[src/sa_pkg.sv]
package sa_pkg;

    // --------------------------------------------------
    // array and bank sizes
    // --------------------------------------------------
    localparam int NUM_ROW         = 4;
    localparam int NUM_COL         = 4;
    localparam int DATA_WIDTH      = 8;                  // unsigned operands
    localparam int ACC_WIDTH       = 32;
    localparam int BANK_DEPTH      = 16;
    localparam int ADDR_WIDTH      = 4;
    localparam int ROW_ADDR_WIDTH  = 2;
    localparam int LEN_WIDTH       = 5;                  // K from 1 to 16

    // bank read, max skew, array crossing, mac register
    localparam int DRAIN_CYCLES    = 1 + (NUM_COL - 1) + (NUM_ROW - 1) + 1;
    localparam int DRAIN_CNT_WIDTH = $clog2(DRAIN_CYCLES);

    // --------------------------------------------------
    // data types
    // --------------------------------------------------
    typedef logic [DATA_WIDTH-1:0] data_t;
    typedef logic [ACC_WIDTH-1:0]  acc_t;
    typedef data_t [NUM_COL-1:0]   operand_vec_t;        // top or left edge vector
    typedef acc_t  [NUM_COL-1:0]   acc_row_t;            // element c is column c

    typedef struct packed {
        logic  valid;
        data_t data;
    } lane_t;                                            // one skewed edge lane

    typedef enum logic [1:0] {
        OP_LOAD,
        OP_COMPUTE,
        OP_READ
    } opcode_e;

    typedef enum logic [2:0] {
        ST_IDLE,
        ST_LOAD,
        ST_STREAM,
        ST_DRAIN,
        ST_FLUSH,
        ST_READ,
        ST_ACK
    } ctrl_state_e;

    typedef struct packed {
        opcode_e                 opcode;
        logic [ADDR_WIDTH-1:0]   addr;                   // load address or result row
        logic [LEN_WIDTH-1:0]    len;                    // K for compute
        operand_vec_t            top_vec;
        operand_vec_t            left_vec;
    } host_req_t;

endpackage

[src/operand_feeder.sv]
module operand_feeder (
    input  logic                                  clk,
    input  logic                                  rst_n,
    input  logic                                  i_wr_en,
    input  logic [sa_pkg::ADDR_WIDTH-1:0]         i_wr_addr,
    input  sa_pkg::operand_vec_t                  i_top_vec,
    input  sa_pkg::operand_vec_t                  i_left_vec,
    input  logic                                  i_rd_en,
    input  logic [sa_pkg::ADDR_WIDTH-1:0]         i_rd_addr,
    output sa_pkg::lane_t [sa_pkg::NUM_COL-1:0]   o_top_lanes,
    output sa_pkg::lane_t [sa_pkg::NUM_ROW-1:0]   o_left_lanes
);
    import sa_pkg::*;

    operand_vec_t top_mem  [BANK_DEPTH];
    operand_vec_t left_mem [BANK_DEPTH];

    // --------------------------------------------------
    // operand banks
    // --------------------------------------------------
    always_ff @(posedge clk)
    begin
        if (i_wr_en)
        begin
            top_mem[i_wr_addr]  <= i_top_vec;
            left_mem[i_wr_addr] <= i_left_vec;
        end
    end

    // --------------------------------------------------
    // synchronous read plus triangular skew
    // --------------------------------------------------
    // the array is square, so top column k and left row k share one chain
    genvar gk;

    for (gk = 0; gk < NUM_COL; gk++)
    begin : g_skew
        lane_t [1:0] chain [gk+1];               // [0] top lane, [1] left lane

        always_ff @(posedge clk or negedge rst_n)
        begin
            if (!rst_n)
            begin
                for (int s = 0; s <= gk; s++)
                begin
                    chain[s] <= '0;
                end
            end
            else
            begin
                chain[0][0] <= '{valid: i_rd_en, data: top_mem[i_rd_addr][gk]};
                chain[0][1] <= '{valid: i_rd_en, data: left_mem[i_rd_addr][gk]};
                for (int s = 1; s <= gk; s++)
                begin
                    chain[s] <= chain[s-1];      // valid travels with data
                end
            end
        end

        assign o_top_lanes[gk]  = chain[gk][0];  // 1 + gk cycles after address
        assign o_left_lanes[gk] = chain[gk][1];
    end

endmodule

[config.mk]
export PLATFORM = sky130hd
export DESIGN_NAME = operand_feeder
export DESIGN_NICKNAME = d
export VERILOG_FILES = /design/src/sa_pkg.sv /design/src/operand_feeder.sv
export SDC_FILE = /design/constraint.sdc
export NUM_CORES = 1
export LEC_CHECK = 0
export BUFFER_PORTS_ARGS = -buffer_cell sky130_fd_sc_hd__clkbuf_2
export CAP_MARGIN = 20
export CORE_UTILIZATION = 30
export CTS_BUF_LIST = sky130_fd_sc_hd__clkbuf_8 sky130_fd_sc_hd__clkbuf_16
export CTS_CLUSTER_DIAMETER = 100
export DETAILED_ROUTE_END_ITERATION = 8
export PLACE_DENSITY = 0.51
export SKIP_CTS_REPAIR_TIMING = 1
export SYNTH_ARGS = -nofsm -noshare
export SYNTH_HDL_FRONTEND = slang
export SYNTH_SLANG_ARGS = --single-unit
export TNS_END_PERCENT = 50
[constraint.sdc]
create_clock -name clk -period 1.8 [get_ports clk]
set_input_delay 0.54 -clock clk [delete_from_list [all_inputs] [get_ports clk]]
set_output_delay 0.54 -clock clk [all_outputs]
set_load 0.01 [all_outputs]
# Yosys cells after proc, flatten, opt, wreduce, memory -nomap -nowiden
# Memories as Yosys holds them, arrays and structs flattened. A register that Yosys moved wholly into a read port is not among the register bits.
# Index checks and enable logic that the tools add are counted.
[totals] regBits=100 wordCells=22 memories=2 ram_bits=1024 input_bits=76
[classes] n_reduce_logical=2 mux=2
[memory_table] memory="left_mem" words=16 width=32 read_ports=1 rd_clocked_by_memory_dff=1 write_ports=1 line_no="operand_feeder.sv:16" source="operand_vec_t left_mem [BANK_DEPTH];"
[memory_table] memory="top_mem" words=16 width=32 read_ports=1 rd_clocked_by_memory_dff=1 write_ports=1 line_no="operand_feeder.sv:15" source="operand_vec_t top_mem [BANK_DEPTH];"
[ops] operator="1-bit logical NOT" n=2
[ops] operator="1-bit two-way mux" n=2

# Longest topological paths before layout
# Gate-level depths: netlist of run 1.
[logic_depth] ltp_word=2 depth_mapped=6

# Worst setup path before layout of run 1
# No wires, ideal clock.
[synth_path] path_kind="in2reg" start="input port i_wr_addr[3] in the netlist's numbering" end="memory left_mem[0][0] in the netlist's numbering, enable pin" required_time_ps=1235 path_stages=2 arrival_ps=5403 path_slack_ps=-4169 cell_sequence="or3b_2 > nor3_1"
[synth_lines] element="from (decl)" line_no="operand_feeder.sv:5" source="input logic [sa_pkg::ADDR_WIDTH-1:0] i_wr_addr,"
[synth_lines] element="to (decl)" line_no="operand_feeder.sv:16"
# No word-level cell before the write port.

# Worst setup path in the final report of run 1
[layout_path] start="register, netlist name o_top_lanes[7]" end="output port o_top_lanes[7] in the netlist's numbering"
[layout_lines] element="to (decl)" line_no="operand_feeder.sv:10" source="output sa_pkg::lane_t [sa_pkg::NUM_COL-1:0] o_top_lanes,"
# No word-level cell between the ends.

==> summary.txt, run 1 <==
Floorplanning
  • Die Span X: about 380 um
  • I/O pins: between 100 and 150
  • Die area: 144000 sq um
  • Initial cell density of the core: 0.302
  • Floorplan die height: 380 um
  • FP Rows: 138
  • Core Area: ~140000 sq um

Critical path
  • CP Class: reg -> out
  • Crit-path cells: clkbuf_2
  • Setup crit start kind: flip-flop
  • Critical path buffer and inverter count: 1
  • Crit path max-delay family: flip-flops
  • Critical Path Sink Type: output port
  • Arr. time, crit path: 1340 ps
  • Setup slack, reg-to-reg: around 350 ps
  • Worst Path Required: roughly 1300 ps
  • Worst path max stage delay: between 400 and 500 ps
  • RR Startpoint: top_mem[11][7]
  • Critical Path Fanout Max: 1
  • R2R depth: 3
  • CP max-delay cell: dfrtp_2
  • Reg-to-reg endpoint: o_top_lanes[7]

Global routing
  • GRT Total Usage: 0.143
  • GRT Max-Usage Layer: met2
  • GRT overflow: 0
  • Global Route met1 Usage: 0.183
  • Pin count of the biggest net entering global routing: between 40 and 50
  • Initial antenna violation count: 15
  • M3 GR Usage: 0.0314
  • GRT met2 Usage: 0.245
  • First-pass GRT wire length: 150 mm
  • Vias in the first global route: roughly 21000

Placed design
  • Inst Count DP: ~3900
  • GP Congestion: between 0.7 and 0.8
  • Buffers on Ports: 147
  • DP Worst Slack: -403 ps
  • Post-DP HPWL: roughly 63 mm

Power and ir drop
  • Worst ir drop on vdd: between 0.0007 and 0.0008 V
  • PwrDens: 1120 nW/um^2
  • Leakage: 0.0177 uW

Flow run
  • Max-cap violation count: 0

STA
  • Slew at the pin closest to its max-slew limit: 410 ps
  • Setup TNS: -263 ps
  • Pins Over Slew Limit: 0
  • Post-layout min period: approximately 1900 ps
  • Final setup margin: -81.8 ps
  • Fmax: between 500 and 600 MHz
  • Endpoints failing hold: 0
  • Max-slew headroom: 0.726
  • Final number of setup-violating endpoints: 7
  • RSZ-0062 raised after global routing: true
  • Fin crit share: 1.05
  • Clock Skew: approximately 22 ps

Route
  • Vias: approximately 19000
  • DRC Markers: 0
  • Number of routed nets with antenna violations: 0
  • Total wire length: roughly 100 mm
  • Avg WL per Cell: around 25 um
  • Starting DRC count in detailed routing: 1573
  • Via/cell ratio: 4.67
  • Drt first pass iters: 4

Synthesis
  • Syn Std Cell Area: around 43000 sq um
  • Post-Synth Adder-Cell Area: 0
  • Largest family of logic cells by synthesized area: multiplexers
  • Synth warnings: 0
  • Synth Net Count: between 1500 and 2000
  • Xor and xnor area share after synthesis: 0
  • Sequential area share after synthesis: 0.814
  • Post-synthesis mux area share: 0.135
  • Flops & latches, synth: ~1200
  • Synthesized area per cell: about 24 sq um
  • Synth cell types: 18
  • Post-Synth Simple-Gate Area: 0.00871
  • Mapped Cells: around 1800
  • Compound-cell area share of the yosys netlist: 0.0224

Cells and area
  • Layout cell share with drive strength beyond 1: 0.369
  • Most frequent cells in the layout: 1024 x edfxtp_1, 256 x mux4_2, 163 x dfrtp_1
  • Fill cells: between 10000 and 15000
  • Finished Core Util: 0.370
  • Antenna Cells: 0
  • Commonest non-fill, non-tap cell in the layout: edfxtp_1
  • Layout Cells excl Fill: just over 4000
  • Syn-to-layout area delta: 22.3%
  • Fin nets: roughly 2200

Run status
  • Violated checks: setup timing
  • Status: finished with violations

Clocking
  • CTS Buf Count: 120
  • Clock Latency Late Sink: between 700 and 800 ps
  • Longest Clk Path Bufs: 3
  • Clock sinks: 1188
  • CTS HTree Levels: 3
  • CTS tree: built
  • Clk root buf: clkbuf_16
  • Worst-path clk slew: ~60 ps

Worst hold path
  • Hold depth: 1
  • Min-delay worst type: in -> reg
  • WHS Endpoint: left_mem[11][1]
  • Hold Path Origin: i_left_vec[1]
==> kinds of logic (layout without fill, tap and decap cells) <==
| kind of cell | Yosys count | in the layout |
|---|---|---|
| flops | 1188 | 1188 |
| mux | 256 | 256 |
| buf+inv | 140 | 600 |
| compound gates | 128 | 128 |
| simple gates | 91 | 91 |
==> metal layers <==
metal	vias up	wire length [um]
met5	-	146
met4	26	1740
met3	140	5430
met2	450	52500
met1	10566	42800
li1	8231	-
==> where the power goes <==
group	leakage [uW]	internal [uW]	switching, uW	total, uW
combinational	0.00438	1340	1670	3010
sequential	0.0112	30800	315	31100
clock	0.00210	14300	10300	24600
==> worst max-delay path by stage <==
stage	start	endpoint	slack, ps	cells after the start
after floorplan	i_wr_addr[3]	left_mem[0][0]	-1210	2
after global placement	i_rd_addr[0]	o_top_lanes[7]	-400	5
after detailed placement	i_rd_addr[0]	o_top_lanes[7]	-400	5
after CTS	o_top_lanes[7]	o_top_lanes[7]	-250	1
after global routing	o_top_lanes[7]	o_top_lanes[7]	-120	1
final	o_top_lanes[7]	o_top_lanes[7]	-80	1
==> Yosys cell counts, drive strengths merged <==
cell type  count  area, sq um
a22oi        128          961
and2           1         6.26
buf          105          741
clkbuf        35          131
dfrtp        164         4100
edfxtp      1024        30700
mux4         256         5770
nand2         65          244
nand2b         2         12.5
nand3          1         5.00
nand3b         2         15.0
nor2          13         48.8
nor2b          2         12.5
nor3           4         20.0
or3b           1         8.76
==> final cells by class <==
type                    count  area (sq um)  share of cell area
multi-input cells         475          7270               0.139
repair buffers            371          3880              0.0742
clock inverters            91           732              0.0140
flip-flops and latches   1188         34900               0.666
clock buffers             138          3250              0.0621
well taps                1890          2360              0.0452
==> registers in the layout, indices dropped and copies added (netlist names) <==
name and flops:
g_skew.chain 99, left_mem 512, o_left_lanes 32, o_top_lanes 33, top_mem 512
==> through the flow <==
step / total power (uW) / cell area [sq um] / hold slack, ps
2_1_floorplan: 33200 / 42900 / 244
3_3_place_gp: 34700 / 48300 / 335
3_5_place_dp: 34800 / 48300 / 335
4_1_cts: 59600 / 52300 / -354
5_1_grt: 60800 / 52400 / 226
6_report: 58800 / 52400 / 215
Note: power is estimated with default switching activity, not from simulation.
==> inputs of run 2 (changes only) <==
--- a/config.mk
+++ b/config.mk
@@ -5,6 +5,7 @@
 export SDC_FILE = /design/constraint.sdc
 export NUM_CORES = 1
 export LEC_CHECK = 0
+export ABC_AREA = 1
 export BUFFER_PORTS_ARGS = -buffer_cell sky130_fd_sc_hd__clkbuf_2
 export CAP_MARGIN = 20
 export CORE_UTILIZATION = 30
@@ -12,6 +13,7 @@
 export CTS_CLUSTER_DIAMETER = 100
 export DETAILED_ROUTE_END_ITERATION = 8
 export PLACE_DENSITY = 0.51
+export REMOVE_ABC_BUFFERS = 1
 export SKIP_CTS_REPAIR_TIMING = 1
 export SYNTH_ARGS = -nofsm -noshare
 export SYNTH_HDL_FRONTEND = slang
==> run 2 against run 1 <==
  * The flow still finishes with violations (setup timing)
  * Non-clock buffer count rose by 49
  * Hold slack improved by 6.2 ps
  * Via count increased by 57%
  * Combinational power rose by 37%
  * Maximum frequency is 2.8% lower
  * Utilization decreased by 0.58 points
  * Cell area up 12%
  * Highest routed layer unchanged
==> summary.txt, run 2 <==
Critical path
  • Critical path buffer and inverter count: 1
  • Reg-to-reg endpoint: g_skew[2].chain[41]
  • Worst path max stage delay: 480 ps
  • Setup crit start kind: flip-flop
  • RR Startpoint: top_mem[15][21]
  • Crit-path cells: buf_6
  • Crit path max-delay family: flip-flops
  • Arr. time, crit path: 1400 ps
  • CP max-delay cell: dfrtp_2
  • Worst Path Required: approximately 1300 ps
  • Setup slack, reg-to-reg: approximately 670 ps
  • Critical Path Fanout Max: 1
  • CP Class: reg -> out
  • Critical Path Sink Type: output port
  • R2R depth: 6

Global routing
  • Initial antenna violation count: 14
  • GRT overflow: 0
  • GRT Total Usage: 0.161
  • Vias in the first global route: roughly 30000
  • First-pass GRT wire length: slightly below 200 mm
  • Pin count of the biggest net entering global routing: 49

Floorplanning
  • Initial cell density of the core: 0.302
  • FP Rows: between 100 and 150
  • Die area: about 160000 sq um
  • Floorplan die height: between 400 and 500 um
  • Core Area: roughly 160000 sq um
  • Die Span X: roughly 400 um
  • I/O pins: around 150

Synthesis
  • Synth top cells by count: 1350 x nand2_1, 1024 x edfxtp_1, 772 x inv_1
  • Syn Std Cell Area: roughly 48000 sq um
  • Flops & latches, synth: between 1000 and 1500
  • Synth cell types: 14
  • Top-count cell post-synth: nand2_1
  • Post-synth ARST share: 0.138
  • Synth Flop Type: edfxtp_1
  • Mapped Cells: approximately 4400
  • Post-synth EDFFs: slightly above 1000
  • Synth warnings: 0
  • Synthesized area per cell: approximately 11 sq um
  • Synth area leaders: edfxtp_1 63%, nand2_1 10%, dfrtp_1 8.5%, nand3_1 7.9%, inv_1 6.0%
  • Cell taking the most area after synthesis: edfxtp_1
  • Synth top area share: 0.634
  • Sequential area share after synthesis: 0.719

Cells and area
  • Post-route cell area: 58400 sq um
  • Commonest non-fill, non-tap cell in the layout: nand2_1
  • Syn-to-layout area delta: 20.5%
  • Top flop regs: left_mem x512, top_mem x512, g_skew.chain x99
  • FF+latch area: approximately 35000 sq um
  • Most frequent cells in the layout: 1350 x nand2_1, 1024 x edfxtp_1, 802 x inv_1
  • Layout Cells excl Fill: between 6000 and 7000
  • Multi-input gate area: about 9100 sq um
  • Layout cell share with drive strength beyond 1: 0.134
  • Fill cells: between 15000 and 20000
  • Fin nets: around 4700
  • Finished Core Util: 0.364

Route
  • Avg WL per Cell: between 15 and 20 um
  • Starting DRC count in detailed routing: approximately 2200
  • Total wire length: between 100 and 150 mm
  • DRC Markers: 0
  • Vias: ~30000
  • Via/cell ratio: around 4.4
  • Drt first pass iters: 5
  • Number of routed nets with antenna violations: 0

Power and ir drop
  • Total power: between 60000 and 70000 uW
  • Clock Power Share: 0.429
  • Comb pwr share: 0.067
  • Worst ir drop on vdd: just under 0.001 V
  • Internal Pwr Total: between 40000 and 50000 uW
  • Sw power: 14100 uW
  • Leakage: 0.0250 uW
  • Switching part of the total power: 0.229
  • Seq pwr share: 0.504
  • PwrDens: about 1100 nW/um^2

STA
  • Fmax: 516 MHz
  • Final setup margin: -136 ps
  • Max-slew headroom: 0.677
  • Endpoints failing hold: 0
  • Post-layout min period: ~1900 ps
  • Fin crit share: 1.08
  • Final number of setup-violating endpoints: 19
  • Clock Skew: 33.7 ps
  • RSZ-0062 raised after global routing: true
  • Slew at the pin closest to its max-slew limit: between 400 and 500 ps
  • Pins Over Slew Limit: 0

Placed design
  • Buffers on Ports: 147
  • Placed inst area: between 50000 and 60000 sq um
  • Inst Count DP: between 6000 and 7000
  • GP Congestion: approximately 0.8
  • Post-DP HPWL: between 70 and 80 mm

Clocking
  • CTS tree: built
  • CTS Buf Count: ~130
  • Longest Clk Path Bufs: 3
  • CTS HTree Levels: 4
  • Clock sinks: about 1200
  • Clock Latency Late Sink: between 700 and 800 ps
  • Clk root buf: clkbuf_16
  • Worst-path clk slew: about 60 ps

Worst hold path
  • WHS Endpoint: top_mem[11][15]
  • Min-delay worst type: in -> reg
  • Hold depth: 1
  • Hold Path Origin: i_top_vec[15]

Run status
  • Violated checks: setup timing
  • Status: finished with violations

Flow run
  • Max-cap violation count: 0
-- run 2: cell count changes after synthesis, moves of 4 or more --
cell and change:
a22oi_1 -128, buf_2 +99, buf_4 +17, buf_6 +25, clkbuf_1 -14, inv_1 +772
mux4_2 -256, nand2_1 +1285, nand3_1 +769, nor2_1 +5, nor3_1 -4
-- run 2: layer usage --
| metal | GRT usage | vias to the layer above | part of all wire |
|---|---|---|---|
| met5 | 0 | - | 0.00018 |
| met4 | 0.0476 | 4 | 0.023 |
| met3 | 0.0264 | 191 | 0.050 |
| met2 | 0.253 | 763 | 0.46 |
| met1 | 0.227 | 14958 | 0.47 |
| li1 | - | 14650 | - |
-- run 2: final cells by class --
| cell class | instances | area share |
|---|---|---|
| clock buffer | 146 | 0.0608 |
| antenna | 3 | 0.000128 |
| sequential | 1188 | 0.596 |
| clock inverter | 95 | 0.0127 |
| tap | 2160 | 0.0462 |
| timing repair buffer | 420 | 0.0776 |
| multi-input combinational | 2138 | 0.156 |
| inverter | 775 | 0.0503 |
-- run 2: worst reg2reg max path: cells and delay by family (launching register included) --
kind	cells	cell delay, ps
and+or+nand+nor	5	520
buffers and inverters	1	60
DFF	1	360
-- run 2: how the worst max path moves through the flow --
| stage | from | end | slack [ps] | cells after the start |
|---|---|---|---|---|
| floorplan | i_wr_addr[0] | left_mem[13][0] | -2110 | 4 |
| global placement | i_wr_addr[2] | top_mem[3][24] | -140 | 6 |
| detailed placement | i_wr_addr[2] | top_mem[3][24] | -130 | 6 |
| CTS | o_left_lanes[2] | o_left_lanes[2] | -320 | 1 |
| global route | o_left_lanes[2] | o_left_lanes[2] | -200 | 1 |
| finish | o_left_lanes[2] | o_left_lanes[2] | -140 | 1 |
-- run 2: kinds of logic (layout without fill, tap and decap cells) --
| group | count (synthesis) | count (layout) | share of synthesized area |
|---|---|---|---|
| buffers and inverters | 1042 | 1436 | 0.0959 |
| flip-flops | 1188 | 1188 | 0.719 |
| other | 0 | 3 | 0 |
| AND/OR/NAND/NOR | 2138 | 2138 | 0.185 |
-- run 2: power by group through the flow --
stage,clock [uW],sequential [uW],combinational [uW]
2_1_floorplan,0,31700,1500
3_3_place_gp,0,31700,4130
3_5_place_dp,0,31700,4140
4_1_cts,27200,31200,4150
5_1_grt,28300,31200,4550
6_report,26500,31100,4110
-- run 2: through the flow --
step	setup WS, ps	hold slack, ps	TNS [ps]
2_1_floorplan	-2110	244	-2217970
3_3_place_gp	-142	332	-59060
3_5_place_dp	-129	335	-42650
4_1_cts	-320	-334	-5790
5_1_grt	-200	198	-4570
6_report	-136	221	-778
